**src/backend_pkg.sv**
```systemverilog
package backend_pkg;

    // ------------------------------
    // machine sizes
    // ------------------------------
    localparam int NUM_ARCH    = 8;
    localparam int NUM_PREG    = 16;
    localparam int FREE_DEPTH  = NUM_PREG - NUM_ARCH;
    localparam int TIMER_SLOTS = 4;
    localparam int LAT_W       = 3;
    localparam int TAG_W       = 8;

    localparam int AREG_W      = $clog2(NUM_ARCH);
    localparam int PREG_W      = $clog2(NUM_PREG);
    localparam int SLOT_W      = $clog2(TIMER_SLOTS);
    localparam int FREE_PTR_W  = $clog2(FREE_DEPTH);
    localparam int FREE_CNT_W  = $clog2(FREE_DEPTH + 1);
    // one release per timer slot plus the walk.
    localparam int NUM_RELEASE = TIMER_SLOTS + 1;

    typedef logic [AREG_W-1:0] areg_t;
    typedef logic [PREG_W-1:0] preg_t;
    typedef logic [LAT_W-1:0]  lat_t;
    typedef logic [TAG_W-1:0]  tag_t;

    // ------------------------------
    // op formats
    // ------------------------------
    typedef struct packed {
        tag_t  tag;
        areg_t rs1;
        areg_t rs2;
        areg_t rd;
        lat_t  lat;
    } arch_op_t;

    typedef struct packed {
        tag_t  tag;
        preg_t prs1;
        preg_t prs2;
        preg_t prd;
        preg_t old_prd;
        areg_t rd;
        lat_t  lat;
    } renamed_op_t;

    typedef struct packed {
        tag_t  tag;
        preg_t prs1;
        preg_t prs2;
        preg_t prd;
        lat_t  lat;
    } issue_op_t;

    typedef struct packed {
        preg_t prd;
        preg_t old_prd;
    } wakeup_t;

    typedef enum logic {
        RUN,
        WALK
    } issue_state_t;

endpackage

```
**src/rename_map.sv**
```systemverilog
`timescale 1ns/1ps

module rename_map (
    input  logic                     clk,
    input  logic                     rst,
    input  backend_pkg::areg_t       rs1,
    input  backend_pkg::areg_t       rs2,
    input  backend_pkg::areg_t       rd,
    output backend_pkg::preg_t       prs1,
    output backend_pkg::preg_t       prs2,
    output backend_pkg::preg_t       old_prd,
    input  logic                     rename_en,
    input  backend_pkg::preg_t       rename_prd,
    input  logic                     walk_en,
    input  backend_pkg::renamed_op_t walk_op
);
    import backend_pkg::*;

    preg_t map_table [NUM_ARCH];

    // source and previous destination lookups.
    assign prs1    = map_table[rs1];
    assign prs2    = map_table[rs2];
    assign old_prd = map_table[rd];

    // ------------------------------
    // table update
    // ------------------------------
    // the walk only happens while no op is being accepted.
    always_ff @(posedge clk or posedge rst) begin
        if (rst) begin
            for (int i = 0; i < NUM_ARCH; i++) begin
                map_table[i] <= preg_t'(i);
            end
        end else if (walk_en) begin
            map_table[walk_op.rd] <= walk_op.old_prd;
        end else if (rename_en) begin
            map_table[rd] <= rename_prd;
        end
    end

endmodule

```
**src/free_list.sv**
```systemverilog
`timescale 1ns/1ps

module free_list (
    input  logic                                clk,
    input  logic                                rst,
    input  logic                                pop,
    output backend_pkg::preg_t                  head,
    output logic                                empty,
    input  logic [backend_pkg::TIMER_SLOTS-1:0] wakeup_en,
    input  backend_pkg::wakeup_t                wakeup [backend_pkg::TIMER_SLOTS],
    input  logic                                walk_en,
    input  backend_pkg::preg_t                  walk_prd
);
    import backend_pkg::*;

    preg_t                  entries [FREE_DEPTH];
    logic [FREE_PTR_W-1:0]  rd_ptr;
    logic [FREE_PTR_W-1:0]  wr_ptr;
    logic [FREE_CNT_W-1:0]  count;

    logic                   rel_en   [NUM_RELEASE];
    preg_t                  rel_prd  [NUM_RELEASE];
    logic [FREE_PTR_W-1:0]  push_ptr [NUM_RELEASE];
    logic [FREE_CNT_W-1:0]  push_cnt;

    assign head  = entries[rd_ptr];
    assign empty = (count == '0);

    // ------------------------------
    // release compaction
    // ------------------------------
    // timer slots first in slot order, walk last.
    always_comb begin
        for (int i = 0; i < TIMER_SLOTS; i++) begin
            rel_en[i]  = wakeup_en[i];
            rel_prd[i] = wakeup[i].old_prd;
        end
        rel_en[TIMER_SLOTS]  = walk_en;
        rel_prd[TIMER_SLOTS] = walk_prd;

        push_cnt = '0;
        for (int i = 0; i < NUM_RELEASE; i++) begin
            push_ptr[i] = wr_ptr + push_cnt[FREE_PTR_W-1:0];
            if (rel_en[i]) begin
                push_cnt = push_cnt + 1'b1;
            end
        end
    end

    // the queue starts full with the registers above the identity map.
    always_ff @(posedge clk or posedge rst) begin
        if (rst) begin
            rd_ptr <= '0;
            wr_ptr <= '0;
            count  <= FREE_CNT_W'(FREE_DEPTH);
            for (int i = 0; i < FREE_DEPTH; i++) begin
                entries[i] <= preg_t'(NUM_ARCH + i);
            end
        end else begin
            for (int i = 0; i < NUM_RELEASE; i++) begin
                if (rel_en[i]) begin
                    entries[push_ptr[i]] <= rel_prd[i];
                end
            end
            rd_ptr <= rd_ptr + FREE_PTR_W'(pop);
            wr_ptr <= wr_ptr + push_cnt[FREE_PTR_W-1:0];
            count  <= count + push_cnt - FREE_CNT_W'(pop);
        end
    end

endmodule

```
**src/busy_table.sv**
```systemverilog
`timescale 1ns/1ps

module busy_table (
    input  logic                                clk,
    input  logic                                rst,
    input  backend_pkg::preg_t                  prs1,
    input  backend_pkg::preg_t                  prs2,
    output logic                                src1_ready,
    output logic                                src2_ready,
    input  logic                                alloc_en,
    input  backend_pkg::preg_t                  alloc_prd,
    input  logic [backend_pkg::TIMER_SLOTS-1:0] wakeup_en,
    input  backend_pkg::wakeup_t                wakeup [backend_pkg::TIMER_SLOTS],
    input  logic                                walk_en,
    input  backend_pkg::preg_t                  walk_prd
);
    import backend_pkg::*;

    logic [NUM_PREG-1:0] ready;
    logic [NUM_PREG-1:0] wb_set;
    logic [NUM_PREG-1:0] walk_set;
    logic [NUM_PREG-1:0] alloc_clr;
    logic [NUM_PREG-1:0] ready_bypass;

    // ------------------------------
    // set and clear vectors
    // ------------------------------
    always_comb begin
        wb_set = '0;
        for (int i = 0; i < TIMER_SLOTS; i++) begin
            if (wakeup_en[i]) begin
                wb_set[wakeup[i].prd] = 1'b1;
            end
        end
    end

    assign walk_set  = walk_en ? (NUM_PREG'(1) << walk_prd) : '0;
    assign alloc_clr = alloc_en ? (NUM_PREG'(1) << alloc_prd) : '0;

    // wakeups in this cycle count as ready already.
    assign ready_bypass = ready | wb_set;
    assign src1_ready   = ready_bypass[prs1];
    assign src2_ready   = ready_bypass[prs2];

    always_ff @(posedge clk or posedge rst) begin
        if (rst) begin
            ready <= '1;
        end else begin
            ready <= (ready_bypass | walk_set) & ~alloc_clr;
        end
    end

endmodule

```
**src/exec_timer.sv**
```systemverilog
`timescale 1ns/1ps

module exec_timer (
    input  logic                                clk,
    input  logic                                rst,
    input  logic                                start,
    input  backend_pkg::issue_op_t              start_op,
    input  backend_pkg::preg_t                  old_prd,
    output logic                                slot_free,
    output logic [backend_pkg::TIMER_SLOTS-1:0] wakeup_en,
    output backend_pkg::wakeup_t                wakeup [backend_pkg::TIMER_SLOTS]
);
    import backend_pkg::*;

    logic [TIMER_SLOTS-1:0] busy;
    lat_t                   cnt     [TIMER_SLOTS];
    wakeup_t                slot_wk [TIMER_SLOTS];

    logic [SLOT_W-1:0]      free_idx;
    logic [TIMER_SLOTS-1:0] load;
    logic [TIMER_SLOTS-1:0] fire;

    // ------------------------------
    // slot allocation
    // ------------------------------
    // lowest idle slot wins; a firing slot is still busy here.
    always_comb begin
        free_idx  = '0;
        slot_free = 1'b0;
        for (int i = TIMER_SLOTS - 1; i >= 0; i--) begin
            if (!busy[i]) begin
                free_idx  = SLOT_W'(i);
                slot_free = 1'b1;
            end
        end
    end

    for (genvar i = 0; i < TIMER_SLOTS; i++) begin : g_slot
        assign load[i]      = start & slot_free & (free_idx == SLOT_W'(i));
        assign fire[i]      = busy[i] & (cnt[i] == '0);
        assign wakeup_en[i] = fire[i];
        assign wakeup[i]    = slot_wk[i];

        always_ff @(posedge clk or posedge rst) begin
            if (rst) begin
                busy[i] <= 1'b0;
            end else if (load[i]) begin
                busy[i] <= 1'b1;
            end else if (fire[i]) begin
                busy[i] <= 1'b0;
            end
        end

        // counter starts at lat-1 so it reaches zero lat edges after the load.
        always_ff @(posedge clk) begin
            if (load[i]) begin
                cnt[i]             <= start_op.lat - lat_t'(1);
                slot_wk[i].prd     <= start_op.prd;
                slot_wk[i].old_prd <= old_prd;
            end else if (busy[i] && !fire[i]) begin
                cnt[i] <= cnt[i] - lat_t'(1);
            end
        end
    end

endmodule

```
**src/issue_ctrl.sv**
```systemverilog
`timescale 1ns/1ps

module issue_ctrl (
    input  logic                     clk,
    input  logic                     rst,
    input  logic                     flush,
    input  logic                     in_valid,
    input  backend_pkg::arch_op_t    in_op,
    output logic                     in_ready,
    output logic                     issue_valid,
    output backend_pkg::issue_op_t   issue_op,
    input  logic                     issue_ready,
    output logic                     rename_en,
    input  backend_pkg::preg_t       prs1,
    input  backend_pkg::preg_t       prs2,
    input  backend_pkg::preg_t       old_prd,
    input  backend_pkg::preg_t       free_head,
    input  logic                     free_empty,
    input  logic                     src1_ready,
    input  logic                     src2_ready,
    input  logic                     slot_free,
    output logic                     timer_start,
    output logic                     walk_en,
    output backend_pkg::renamed_op_t walk_op
);
    import backend_pkg::*;

    issue_state_t state;
    logic         slot_valid;
    renamed_op_t  slot_op;

    logic         issue_fire;
    logic         accept;
    logic         drop;

    // ------------------------------
    // handshakes
    // ------------------------------
    assign issue_valid = slot_valid & src1_ready & src2_ready & slot_free;
    assign issue_fire  = issue_valid & issue_ready;

    assign in_ready = (state == RUN) & ~flush & ~free_empty & (~slot_valid | issue_fire);
    assign accept   = in_valid & in_ready;

    // an op that issues at the flush edge is kept.
    assign drop = flush & slot_valid & ~issue_fire;

    assign rename_en   = accept;
    assign timer_start = issue_fire;

    always_comb begin
        issue_op.tag  = slot_op.tag;
        issue_op.prs1 = slot_op.prs1;
        issue_op.prs2 = slot_op.prs2;
        issue_op.prd  = slot_op.prd;
        issue_op.lat  = slot_op.lat;
    end

    // the dropped op stays in slot_op during the walk cycle.
    assign walk_en = (state == WALK);
    assign walk_op = slot_op;

    // ------------------------------
    // state and slot control
    // ------------------------------
    always_ff @(posedge clk or posedge rst) begin
        if (rst) begin
            state      <= RUN;
            slot_valid <= 1'b0;
        end else begin
            case (state)
                RUN: begin
                    if (drop) begin
                        state <= WALK;
                    end
                end
                WALK: state <= RUN;
                default: state <= RUN;
            endcase

            if (accept) begin
                slot_valid <= 1'b1;
            end else if (issue_fire || drop) begin
                slot_valid <= 1'b0;
            end
        end
    end

    // renamed op captured at the accept edge.
    always_ff @(posedge clk) begin
        if (accept) begin
            slot_op.tag     <= in_op.tag;
            slot_op.prs1    <= prs1;
            slot_op.prs2    <= prs2;
            slot_op.prd     <= free_head;
            slot_op.old_prd <= old_prd;
            slot_op.rd      <= in_op.rd;
            slot_op.lat     <= in_op.lat;
        end
    end

endmodule

```
**src/rename_core.sv**
```systemverilog
`timescale 1ns/1ps

module rename_core (
    input  logic                                clk,
    input  logic                                rst,
    input  logic                                flush,
    input  logic                                in_valid,
    input  backend_pkg::arch_op_t               in_op,
    output logic                                in_ready,
    output logic                                issue_valid,
    output backend_pkg::issue_op_t              issue_op,
    input  logic                                issue_ready,
    output logic [backend_pkg::TIMER_SLOTS-1:0] wakeup_en,
    output backend_pkg::wakeup_t                wakeup [backend_pkg::TIMER_SLOTS]
);
    import backend_pkg::*;

    preg_t       prs1;
    preg_t       prs2;
    preg_t       old_prd;
    logic        rename_en;
    preg_t       free_head;
    logic        free_empty;
    logic        src1_ready;
    logic        src2_ready;
    logic        slot_free;
    logic        timer_start;
    logic        walk_en;
    renamed_op_t walk_op;

    // ------------------------------
    // rename stage
    // ------------------------------
    rename_map i_map (
        .clk        (clk),
        .rst        (rst),
        .rs1        (in_op.rs1),
        .rs2        (in_op.rs2),
        .rd         (in_op.rd),
        .prs1       (prs1),
        .prs2       (prs2),
        .old_prd    (old_prd),
        .rename_en  (rename_en),
        .rename_prd (free_head),
        .walk_en    (walk_en),
        .walk_op    (walk_op)
    );

    free_list i_free (
        .clk       (clk),
        .rst       (rst),
        .pop       (rename_en),
        .head      (free_head),
        .empty     (free_empty),
        .wakeup_en (wakeup_en),
        .wakeup    (wakeup),
        .walk_en   (walk_en),
        .walk_prd  (walk_op.prd)
    );

    // sources are looked up for the op held in the issue slot.
    busy_table i_busy (
        .clk        (clk),
        .rst        (rst),
        .prs1       (issue_op.prs1),
        .prs2       (issue_op.prs2),
        .src1_ready (src1_ready),
        .src2_ready (src2_ready),
        .alloc_en   (rename_en),
        .alloc_prd  (free_head),
        .wakeup_en  (wakeup_en),
        .wakeup     (wakeup),
        .walk_en    (walk_en),
        .walk_prd   (walk_op.prd)
    );

    // ------------------------------
    // issue and timing
    // ------------------------------
    issue_ctrl i_ctrl (
        .clk         (clk),
        .rst         (rst),
        .flush       (flush),
        .in_valid    (in_valid),
        .in_op       (in_op),
        .in_ready    (in_ready),
        .issue_valid (issue_valid),
        .issue_op    (issue_op),
        .issue_ready (issue_ready),
        .rename_en   (rename_en),
        .prs1        (prs1),
        .prs2        (prs2),
        .old_prd     (old_prd),
        .free_head   (free_head),
        .free_empty  (free_empty),
        .src1_ready  (src1_ready),
        .src2_ready  (src2_ready),
        .slot_free   (slot_free),
        .timer_start (timer_start),
        .walk_en     (walk_en),
        .walk_op     (walk_op)
    );

    // walk_op mirrors the issue slot, so it also carries old_prd at issue.
    exec_timer i_timer (
        .clk       (clk),
        .rst       (rst),
        .start     (timer_start),
        .start_op  (issue_op),
        .old_prd   (walk_op.old_prd),
        .slot_free (slot_free),
        .wakeup_en (wakeup_en),
        .wakeup    (wakeup)
    );

endmodule

```
**config.mk**
```make
export PLATFORM = sky130hd
export DESIGN_NAME = rename_core
export DESIGN_NICKNAME = d
export VERILOG_FILES = /design/src/backend_pkg.sv /design/src/rename_map.sv /design/src/free_list.sv /design/src/busy_table.sv /design/src/exec_timer.sv /design/src/issue_ctrl.sv /design/src/rename_core.sv
export SDC_FILE = /design/constraint.sdc
export NUM_CORES = 1
export LEC_CHECK = 0
export ABC_CLOCK_PERIOD_IN_PS = 4900
export BUFFER_PORTS_ARGS = -buffer_cell sky130_fd_sc_hd__buf_2
export CORE_MARGIN = 2
export CORE_UTILIZATION = 36
export DETAILED_ROUTE_END_ITERATION = 12
export SLEW_MARGIN = 15
export SYNTH_ARGS = -nofsm -noshare
export SYNTH_HDL_FRONTEND = slang
export SYNTH_SLANG_ARGS = --single-unit
```
**constraint.sdc**
```tcl
create_clock -name clk -period 4.9 [get_ports clk]
set_input_delay 0.245 -clock clk [delete_from_list [all_inputs] [get_ports clk]]
set_output_delay 0.245 -clock clk [all_outputs]
set_load 0.02 [all_outputs]
```
* After elaboration in Yosys (flattened, before gate mapping) *
Memories as Yosys holds them, arrays and structs flattened.
Index checks and enable logic that the tools add are counted.
Widths: inputs -> output; s select.

operators by class
  $add $sub $neg = 17
  magnitude comparators = 27
  equality and inequality tests = 3
  shifts and indexed selects = 2
  muxes and demuxes = 116
  bitwise gates (word level) = 46
  reduce and logical (&&, ||, !) cells = 35

operators by type and width
  operator              count
  $bwmux 32             7
  $mux 32               7
  $mux 16               6
  $demux 4 s3           7
  $or 16x16->16         5
  $mux 4                19
  $bmux 4 s3            4
  $mux 1                45
  $ge 4x4->1 const B    10
  $not 3->4             10
  $shl 1x4->16 const A  2
  $lt 4x5->1 const B    6
  $lt 4x1->1 const B    7
  $mux 8                3
  $reduce_or 8->1       3
  $and 1x1->1           19
  $and 16x16->16        1
  $demux 1 s4           4
  $ge 4x1->1 const B    4
  $not 16->16           1
  $logic_and 1x1->1     15
  $sub 3x1->3 const B   5
  $mux 2                7
  $add 3x3->3           4
  other kinds (18)      45

storage, ports and cells
  register bits = 126
  memory bits (writable) = 44
  input bits = 25
  output and inout bits = 61
  word-level logic and storage cells = 281
  memories kept = 2

memories
  memory           words  width  read ports  clocked after memory_dff  wr ports  line              text
  i_timer.slot_wk  4      8      4           0                         1         exec_timer.sv:17  wakeup_t slot_wk [TIMER_SLOTS];
  i_timer.cnt      4      3      4           0                         4         exec_timer.sv:16  lat_t cnt [TIMER_SLOTS];

* Depth between registers and ports, before layout *
Gate-level depths: netlist (run 1).
An unclocked memory read counts as a cell.

  depth after elaboration = 27
  gate-level depth with buffers = 21

* By module *
A second synthesis (run 1) with hierarchy kept.

unflattened totals
  cells, all modules = 1080
  area, all modules = 11292.1 um2

modules (own cells, without submodules)
  module      times used  cells each  area an instance (um2)  sequential area each (um2)
  free_list   1           441         4101.4                  1077.3
  rename_map  1           284         2575.0                  815.8
  exec_timer  1           116         1894.3                  1421.4
  busy_table  1           174         1519.0                  420.4
  issue_ctrl  1           65          1202.4                  950.9

* Least setup slack after synthesis (run 1) *
No wires, ideal clock.

  path type = register to register
  from = mem i_timer.cnt[1][0] in the netlist's numbering
  to = reg i_free.count[3]
  library setup time = 0.075 ns
  data arrival time = 4.390 ns
  required time = 4.825 ns
  path slack = 0.435 ns
  stages on the path, launching flop included = 21
  buffers on the path = 2
  period minus slack after synthesis = 4.465 ns
  cell sequence = edfxtp_1 inv_1 ha_1 and3b_1 buf_6 inv_4 or3_4 o22ai_4 nor3_2 a2111oi_4 nor4_1 or4_1 o21ai_2 buf_2 ha_1 inv_1 ha_1 a21o_1 a21oi_1 xnor2_1 xnor2_1

RTL lines
  element               line              text
  start, declared       exec_timer.sv:16
  end signal, assigned  free_list.sv:55   count <= FREE_CNT_W'(FREE_DEPTH);
  end signal, assigned  free_list.sv:67   count <= count + push_cnt - FREE_CNT_W'(pop);
  end, declared         free_list.sv:19   logic [FREE_CNT_W-1:0] count;

==> results.toml, run 1 <==
[global_route]
grt_max_degree = 58
grt_antenna_before_repair = 0
gr-total-overflow = 0
grt_pass1_vias = 9036
grt_pass1_wl_um = 53800
grt_use_total = 0.215

[hold_path]
hold_depth = 2
hold_class = "primary input to flip-flop"

[routing]
vias = 9364
ant_nets = 0
wl_um = 35400
viasPerCell = 5.79
initialDrtViolationCount = 937
firstDrtPassIters = 7
drcViolationCount = 0
wl_per_cell_um = 21.9

[logic_synthesis]
synth_cell_types = 79
async_flop_share = 0.565
synth_xor_area_frac = 0.0171
synth_compound_area_frac = 0.167
syn_nets = 1208
netlist_area_sq_mm = 0.0113
synth_seq_area_share = 0.415
synth_warnings = 0
synth-edff-count = 74
synth_top_family_by_area = "simple AND/OR/NAND/NOR gates"
ys.flop_type = "edfxtp_1"
synth-seq-cells = 170
synth_mux_area_frac = 0.134
yosys.area_share.simple = 0.171
syn_area_per_cell_sq_um = 9.81
synthCells = 1152
synth-adder-area-share = 0.0376

[clocking]
ctsRootBufferMaster = "clkbuf_16"
cts_buffers = 17
clkLatencyLatePin_ns = 0.45
clock_sinks = 170
clkTransAtPathRegs_ns = 0.07
clockBufferDepth = 2
htreeDepth = 4
cts_tree = "built"

[setup_path]
slowest_stage = "xnor2_1"
crit_chain = "inv_1 > ha_1 > nor2b_1 > nand2_1 > ha_1 > xnor2_1 > inv_1 > ha_1 > nand2_1 > o21ai_0 > inv_1 > fa_1 > xor2_1 > xnor2_1 > nand4b_1 > mux2_2"
critical_path.max_fanout = 8
worstRegToRegCells = 16
crit_required_ns = 5.21
cp_top_family = "adder cells"
end_kind = "flip-flop"
cp_num_buf_inv = 3
critical_path_class = "flip-flop to flip-flop"
setup.worst_path.start_class = "flip-flop"
cp.depth = 16
slowest_delay_ns = 0.69
cp_data_arrival_time_ns = 4.86

[floorplanning]
die_width_um = 181
fp.coreArea_sq_mm = 0.0307
rows = 64
initial_utilization = 0.368
dieHeight_um = 181
ios = 86
dieArea_sq_mm = 0.0328

[power_and_ir_drop]
report.power.total_mw = 6.79
p_leak_nw = 4.93
peakVddDrop_mv = 0.345
cellPowerDensity_mw_per_mm2 = 536

[sta]
finalClockSkew_ns = 0.0208
hold_viol = 0
finalSetupTns_ns = 0
layout_setup_ws_ns = 0.355
max_slew.worst_pin.slew_ns = 1.14
drv_slew = 0
rsz0062_at_grt = "no"
finalSetupViolCount = 0
fmax_mhz = 220
relSlewSlack = 0.242
finalCritPeriodShare = 0.928
period_needed_ns = 4.55

[placement]
place_congestion = 0.929
dp_hpwl_um = 25500
port_buffers = 85
place_ws_ns = 0.371

[layout]
areaGrowthSynthToFinish_pct = 12.0
antennaDiodeCount = 0
drive_gt1_frac = 0.230
nets = 1263
n_fill_cell = 3005

[run]
maxCapViolations = 0

[status]
status = "complete, no violations"
layout by cell type (no fill, tap or decap), drive strengths merged, types with 25 or more instances in the layout:
master,netlist,routed
nand2,131,131
buf,52,108
nor2,95,95
o21ai,92,92
edfxtp,74,74
mux2i,68,68
inv,58,63
a21oi,51,51
dfstp,49,49
dfrtp,47,47
mux2,26,26
ha,26,26
nand3,26,26
nor3,25,25
synth_stat cells (8+ instances only):
library cell  count  area (sq um)
a31o_2           17           149
o21ai_1          10          50.1
nor3_1           23           115
buf_1            18          67.6
dfstp_2          49          1290
buf_4            26           195
xnor2_1          15           131
ha_1             26           325
clkbuf_1         32           120
mux2_2           26           293
o221ai_2          8           120
nand2b_1         21           131
nor4_1           12          75.1
nand3_1          24           120
o21ai_0          80           400
nor2_1           95           357
nor2b_1          11          68.8
dfrtp_1          47          1180
and3_1           13          81.3
a31oi_1          17           106
or3_1             8          50.1
a21oi_1          51           255
o22ai_1          11          68.8
nand2_1         131           492
edfxtp_1         74          2220
mux2i_1          68           681
mux4_2           24           541
inv_1            57           214
a32oi_1           9          78.8
a211oi_1         19           143
path summary, 6_finish.rpt:
kind                                    start            endpoint  slack (ns)
max                         i_timer.cnt[0][0]  i_free.entries[18]        0.35
min                                     flush   i_ctrl.slot_valid        0.09
max reg2reg                 i_timer.cnt[0][0]  i_free.entries[18]        0.35
min reg2reg                i_map.map_table[5]  i_map.map_table[5]        0.53
max in group asynchronous                 rst    i_busy.ready[15]        3.32
min in group asynchronous                 rst  i_free.entries[29]        0.52
per-stage QoR:
step | area [sq um] | util | cells | hold WS (ns)
detailed placement | 12000 | 0.390 | 1572 | 0.424
finish | 12700 | 0.412 | 1616 | 0.0861
global route | 12700 | 0.412 | 1616 | 0.0926
global placement | 12000 | 0.390 | 1572 | 0.421
CTS | 12600 | 0.411 | 1616 | 0.0740
floorplan | 11300 | - | 1152 | 0.344
cell type report:
class / instances / area (sq um) / share of cell area
well taps: 396 / 495 / 0.0391
repair buffers: 120 / 731 / 0.0577
flip-flops and latches: 170 / 4690 / 0.370
clock inverters: 14 / 119 / 0.00939
inverters: 60 / 230 / 0.0182
multi-input cells: 838 / 5970 / 0.472
clock buffers: 18 / 429 / 0.0339
registers in the layout, summed over array words and instances, names as in the netlist:
register	cells
i_ctrl.slot_valid	1
i_map.map_table	32
i_ctrl.walk_en	1
i_timer.slot_wk	32
i_busy.ready	16
i_free.entries	32
i_free.wr_ptr	3
i_free.count	4
i_ctrl.walk_op	7
i_free.rd_ptr	3
i_timer.busy	4
i_ctrl.issue_op	23
i_timer.cnt	12
worst reg2reg max path, cell delays in order, from the launching register on:
cell and delay (ns):
edfxtp_1 0.36, inv_1 0.10, ha_1 0.23, nor2b_1 0.18, nand2_1 0.15, ha_1 0.39, xnor2_1 0.29, inv_1 0.12
ha_1 0.28, nand2_1 0.04, o21ai_0 0.16, inv_1 0.12, fa_1 0.42, xor2_1 0.16, xnor2_1 0.69, nand4b_1 0.37
mux2_2 0.36
layer usage:
metal	up-vias	track usage	wire, um
met4	0	0.0800	1140
met1	4433	0.299	15300
met3	84	0.0593	3490
li1	4352	-	-
met5	-	0	0
met2	495	0.321	15500
where the power goes:
group | switching, mW | total (mW) | leakage [nW] | internal, mW
Clock | 0.623 | 1.28 | 0.268 | 0.662
Combinational | 1.57 | 2.74 | 2.92 | 1.17
Sequential | 0.610 | 2.76 | 1.75 | 2.15
logic make-up (layout without fill, tap and decap cells):
logic type	after synthesis	after routing
simple gates	390	390
mux	118	118
compound gates	277	277
xor+xnor	22	22
buf+inv	144	212
flops	170	170
fa+ha+maj	31	31
what timing repair did:
item | CTS | global route
setup endpoints to repair | 0 | 4
gates resized for setup | 0 | 1
setup buffers | 0 | 0
hold buffers | 12 | 0
endpoints found under the hold margin | 18 | 0
Note: power is estimated with default switching activity, not from simulation.
==> inputs of run 2 (changes only) <==
--- a/config.mk
+++ b/config.mk
@@ -5,10 +5,11 @@
 export SDC_FILE = /design/constraint.sdc
 export NUM_CORES = 1
 export LEC_CHECK = 0
+export ABC_AREA = 1
 export ABC_CLOCK_PERIOD_IN_PS = 4900
 export BUFFER_PORTS_ARGS = -buffer_cell sky130_fd_sc_hd__buf_2
 export CORE_MARGIN = 2
-export CORE_UTILIZATION = 36
+export CORE_UTILIZATION = 30
 export DETAILED_ROUTE_END_ITERATION = 12
 export SLEW_MARGIN = 15
 export SYNTH_ARGS = -nofsm -noshare
==> run 2 against run 1 <==
  * The run now ends with hold timing left
  * First-iteration DRC count is 13% higher
  * Clock power is 6% higher
  * Total power is 7.0% lower
  * Synthesized cell count is 36% higher
  * Global-route usage is 1.2 points lower
  * Register-to-register slack better by 0.49 ns
  * Clock skew is 0.0012 ns lower
  * Highest routed layer unchanged
==> results.toml, run 2 <==
[layout]
areaGrowthSynthToFinish_pct = 12.6
final_cell_mix = "327 x nand2_1, 211 x inv_1, 196 x nor2_1"
drive_gt1_frac = 0.119
top_regs = "i_free.entries x32, i_map.map_table x32, i_timer.slot_wk x32"
layout.cells.most_common = "nand2_1"
stdcell_count = 2161
antennaDiodeCount = 0
nets = 1693
final_core_util = 0.344

[routing]
wl_per_cell_um = 19.0
wl_um = 41000
viasPerCell = 5.28
ant_nets = 0
firstDrtPassIters = 5
drcViolationCount = 0
initialDrtViolationCount = 1061
vias = 11400

[global_route]
grt_max_degree = 60
grt_pass1_wl_um = 63200
grt_use_total = 0.203
gr-total-overflow = 0
grt_pass1_vias = 10900
grt_antenna_before_repair = 0

[power_and_ir_drop]
peakVddDrop_mv = 0.251
pwr-share-clk = 0.215
cellPowerDensity_mw_per_mm2 = 485
power.internal_mw = 3.55
p_leak_nw = 5.69
seqPwrFrac = 0.393
power_switching_mw = 2.76
p_sw_frac = 0.438
pwr-share-comb = 0.392

[logic_synthesis]
async_flop_share = 0.565
synth_cell_types = 41
synthTopCellsByCount = "327 x nand2_1, 213 x inv_1, 196 x nor2_1"
synth-edff-count = 74
synth_seq_area_share = 0.405
synth.area.top_cells = "edfxtp_1 19%, dfstp_2 11%, nand2_1 11%"
synth_warnings = 0
synthCells = 1571
syn_nets = 1627
netlist_area_sq_mm = 0.0116
yosys.area.top_type = "edfxtp_1"
yosysMostFrequentCell = "nand2_1"
synth-seq-cells = 170
syn_area_per_cell_sq_um = 7.36
synth.top_cell.area_share = 0.192
ys.flop_type = "edfxtp_1"

[setup_path]
setup.worst_path.start_class = "flip-flop"
cp_data_arrival_time_ns = 4.45
critical_path.max_fanout = 20
crit_required_ns = 5.29
critical_path_class = "flip-flop to flip-flop"
end_kind = "flip-flop"

[floorplanning]
ios = 86
dieHeight_um = 200
fp.coreArea_sq_mm = 0.0378
rows = 71
dieArea_sq_mm = 0.0402
initial_utilization = 0.306
die_width_um = 200

[sta]
period_needed_ns = 4.06
whs_ns = -0.00966
finalClockSkew_ns = 0.0195
drv_slew = 0
finalCritPeriodShare = 0.828
rsz0062_at_grt = "no"
hold_viol = 7
fmax_mhz = 246
finalSetupViolCount = 0
relSlewSlack = 0.267
finalSetupTns_ns = 0
layout_setup_ws_ns = 0.842
max_slew.worst_pin.slew_ns = 1.09

[clocking]
clkLatencyLatePin_ns = 0.46
clock_sinks = 170
cts_buffers = 17
cts_tree = "built"
ctsRootBufferMaster = "clkbuf_16"
clkTransAtPathRegs_ns = 0.08
cts-resized-gates = 0
htreeDepth = 4
clockBufferDepth = 2

[run]
maxCapViolations = 0

[placement]
dpl.cell_count = 2118
dp_hpwl_um = 30300
place_ws_ns = 0.868
port_buffers = 85
place_congestion = 0.925

[status]
violations = "hold timing"
status = "finished with violations"

[hold_path]
hold_class = "primary input to async pin"
-- run 2: area by class of cell --
type | instances | area (sq um)
fill | 4043 | 24800
clock buffer | 18 | 439
timing repair buffer | 105 | 603
clock inverter | 14 | 126
tap | 511 | 639
sequential | 170 | 4690
inverter | 220 | 830
multi-input combinational | 1123 | 5700
-- run 2: cell families after synthesis --
group / count (synthesis) / synth area share
XOR/XNOR: 21 / 0.0165
adder cells (fa/ha/maj): 31 / 0.0368
buffers and inverters: 278 / 0.102
flip-flops: 170 / 0.405
AND/OR/NAND/NOR: 692 / 0.251
multiplexers: 1 / 0.000865
AO/OA/AOI/OAI: 378 / 0.188
-- run 2: power groups by stage --
stage                     sequential [mW]  clock (mW)  combinational, mW
after global placement               2.49           0               2.39
after global routing                 2.52        1.45               2.76
after floorplan                      2.29           0               1.81
final                                2.48        1.36               2.48
after CTS                            2.47        1.39               2.43
after detailed placement             2.49           0               2.41
-- run 2: path summary, 6_finish.rpt --
path | start | endpoint | slack [ns] | cells after the start
max | i_timer.cnt[1][0] | i_free.count[3] | 0.84 | 21
max in group asynchronous | rst | i_map.map_table[1] | 3.82 | 3
min reg2reg | i_map.map_table[6] | i_map.map_table[6] | 0.47 | 2
min | rst | i_free.entries[26] | -0.01 | 2
max reg2reg | i_timer.cnt[1][0] | i_free.count[3] | 0.84 | 21
min in group clk | in_op[4] | i_ctrl.walk_op[4] | 0.05 | 1
-- run 2: layer usage --
layer,share of wire,wire (um),global-route usage,vias to the layer above
met5,0,0,0,-
met4,0.032,1330,0.0722,0
met3,0.088,3590,0.0382,93
met2,0.45,18400,0.323,562
met1,0.43,17600,0.276,5333
li1,-,-,-,5422
-- run 2: through the flow --
step                      total power [mW]  instance area (sq um)
after CTS                             6.29                  13000
final                                 6.32                  13000
after floorplan                       4.10                  11600
after detailed placement              4.90                  12400
after global placement                4.88                  12400
after global routing                  6.73                  13000
-- run 2: repair_timing --
action                                  4_1_cts  5_1_grt
buffers inserted                              0        0
hold endpoints to repair                     11        0
endpoints found under the setup margin        0        0
hold buffers                                 11        0
-- run 2: worst max-delay path, stage by stage (launching register included) --
cell and delay, ns:
edfxtp_1 0.36, inv_1 0.11, ha_1 0.18, nand3_1 0.08, buf_4 0.21, ha_1 0.34, or2_2 0.30, nand2_1 0.09
inv_1 0.07, ha_1 0.27, inv_1 0.03, o21ai_0 0.24, inv_1 0.14, o21ai_0 0.33, inv_1 0.08, ha_1 0.33
inv_1 0.07, ha_1 0.29, nand3_1 0.09, nand2_1 0.07, xnor2_1 0.17, xor2_1 0.15
==> inputs of run 3 (changes only) <==
--- a/config.mk
+++ b/config.mk
@@ -6,7 +6,7 @@
 export NUM_CORES = 1
 export LEC_CHECK = 0
 export ABC_AREA = 1
-export ABC_CLOCK_PERIOD_IN_PS = 4900
+export ABC_CLOCK_PERIOD_IN_PS = 3680
 export BUFFER_PORTS_ARGS = -buffer_cell sky130_fd_sc_hd__buf_2
 export CORE_MARGIN = 2
 export CORE_UTILIZATION = 30
==> constraint.sdc (replaced) <==
create_clock -name clk -period 3.68 [get_ports clk]
set_input_delay 0.184 -clock clk [delete_from_list [all_inputs] [get_ports clk]]
set_output_delay 0.184 -clock clk [all_outputs]
set_load 0.02 [all_outputs]
==> run 3 against run 2 <==
  * Critical path depth did not move
  * Combinational power rose by 43%
  * Fmax is 16% higher
  * Clock power is 29% higher
  * Total power grew 37%
  * Highest routed layer unchanged
  * Critical endpoint unchanged
  * The flow still finishes with violations (hold timing)
  * Largest cell class unchanged
  * Clock-buffer cell count unchanged
==> results.toml, run 3 (synthesis results as in run 2) <==
[global_route]
grt_use_total = 0.200
grt_pass1_vias = 10900
gr-total-overflow = 0
grt_pass1_wl_um = 62000
grt_max_degree = 75
grt_antenna_before_repair = 0

[clocking]
clockBufferDepth = 2
ctsRootBufferMaster = "clkbuf_16"
cts_buffers = 17
cts_tree = "built"
clock_sinks = 170
htreeDepth = 4
clkTransAtPathRegs_ns = 0.07
clkLatencyLatePin_ns = 0.46

[sta]
finalSetupViolCount = 0
whs_ns = -0.0197
finalClockSkew_ns = 0.0175
fmax_mhz = 286
finalCritPeriodShare = 0.950
finalSetupTns_ns = 0
period_needed_ns = 3.49
relSlewSlack = 0.288
hold_viol = 9
drv_slew = 0
max_slew.worst_pin.slew_ns = 1.07
layout_setup_ws_ns = 0.185

[floorplanning]
ios = 86
dieArea_sq_mm = 0.0402
fp.coreArea_sq_mm = 0.0378
dieHeight_um = 200
die_width_um = 200
rows = 71
initial_utilization = 0.306

[power_and_ir_drop]
power.internal_mw = 4.94
pwr-share-clk = 0.204
power_switching_mw = 3.69
p_sw_frac = 0.427
pwr-share-comb = 0.411
peakVddDrop_mv = 0.365
seqPwrFrac = 0.385
cellPowerDensity_mw_per_mm2 = 633
p_leak_nw = 5.92

[layout]
top_regs = "i_free.entries x32, i_map.map_table x32, i_timer.slot_wk x32"
n_fill_cell = 4033
antennaDiodeCount = 0
drive_gt1_frac = 0.162
areaGrowthSynthToFinish_pct = 17.8
final_cell_mix = "324 x nand2_1, 205 x inv_1, 192 x nor2_1"
nets = 1741
layout.cells.most_common = "nand2_1"
final_core_util = 0.360
stdcell_count = 2209

[status]
status = "finished with violations"
violations = "hold timing"

[setup_path]
slowest_stage = "edfxtp_1"
cp_num_buf_inv = 5
critical_path_class = "flip-flop to flip-flop"
crit_required_ns = 4.05
crit_chain = "inv_2 > ha_4 > nand3_4 > ha_4 > or2_2 > nand2_1 > inv_1 > ha_1 > inv_1 > o21ai_2 > ha_1 > nand2_1 > o21ai_2 > inv_1 > ha_4 > inv_1 > ha_1 > nand3_1 > nand2_1 > xnor2_2 > xor2_1"
setup.worst_path.start_class = "flip-flop"
critical_path.max_fanout = 2
end_kind = "flip-flop"
cp_common_cell = "inv_1"
cp_data_arrival_time_ns = 3.87
cp_top_family = "adder cells"
slowest_delay_ns = 0.41

[run]
maxCapViolations = 0

[routing]
drcViolationCount = 0
wl_um = 41300
firstDrtPassIters = 6
vias = 11700
initialDrtViolationCount = 1287
viasPerCell = 5.28
wl_per_cell_um = 18.7
ant_nets = 0

[hold_path]
hold_class = "primary input to async pin"

[placement]
port_buffers = 85
dpl.cell_count = 2143
dp_hpwl_um = 30300
place_ws_ns = -0.0467
place_congestion = 0.982
-- run 3: changes by cell type in the layout (fill, tap and decap cells not counted), moves of 5 or more --
cell        change
inv_1           -6
ha_4            +7
inv_2           +5
clkinvlp_4      +5
ha_1            -8
buf_4          +40
-- run 3: metrics by stage --
stage | cell area (sq um) | power, mW
after floorplan | 11600 | 5.47
after global placement | 12600 | 6.60
final | 13600 | 8.62
after global routing | 13600 | 9.18
after detailed placement | 12600 | 6.65
after CTS | 13300 | 8.44
-- run 3: final timing paths --
kind / cells after the start / startpoint / slack, ns / to
setup / recovery: 21 / i_timer.cnt[0][0] / 0.19 / i_free.count[3]
hold / removal: 2 / rst / -0.02 / i_timer.busy[1]
setup reg to reg: 21 / i_timer.cnt[0][0] / 0.19 / i_free.count[3]
hold reg to reg: 2 / i_map.map_table[6] / 0.47 / i_map.map_table[6]
max in group asynchronous: 3 / rst / 2.76 / i_free.entries[15]
min in group clk: 3 / issue_ready / 0.13 / i_timer.busy[3]
-- run 3: routing by layer --
metal | wire length, um | global-route usage | vias up
li1 | - | - | 5513
met1 | 18300 | 0.275 | 5462
met2 | 18300 | 0.311 | 597
met3 | 3440 | 0.0340 | 91
met4 | 1280 | 0.0833 | 0
met5 | 0 | 0 | -
-- run 3: cell type report --
| cell class | instances | area [sq um] | area share |
|---|---|---|---|
| clock buffers | 18 | 429 | 0.0315 |
| clock inverters | 14 | 124 | 0.00909 |
| inverters | 220 | 837 | 0.0614 |
| multi-input cells | 1125 | 5930 | 0.435 |
| flip-flops and latches | 170 | 4690 | 0.344 |
| well taps | 511 | 639 | 0.0469 |
| repair buffers | 151 | 980 | 0.0719 |
-- run 3: worst register-to-register path: stages (launching register included) --
cell and delay (ns):
edfxtp_1 0.41, inv_2 0.10, ha_4 0.15, nand3_4 0.09
ha_4 0.26, or2_2 0.29, nand2_1 0.08, inv_1 0.05
ha_1 0.26, inv_1 0.07, o21ai_2 0.07, ha_1 0.27
nand2_1 0.06, o21ai_2 0.08, inv_1 0.09, ha_4 0.28
inv_1 0.04, ha_1 0.28, nand3_1 0.10, nand2_1 0.10
xnor2_2 0.14, xor2_1 0.16
-- run 3: power groups by stage --
stage,Sequential (mW),Combinational (mW),Clock (mW)
final,3.32,3.54,1.76
after global routing,3.38,3.93,1.88
after CTS,3.30,3.34,1.80
after detailed placement,3.33,3.32,0
after global placement,3.33,3.27,0
after floorplan,3.05,2.43,0
-- run 3: timing repair --
item / in CTS / in global routing
endpoints found under the setup margin: 3 / 71
pin swaps: 0 / 11
hold buffers: 14 / 0
buffers inserted: 0 / 18
endpoints found under the hold margin: 15 / 0
cloned: 0 / 2
resized for setup: 1 / 46
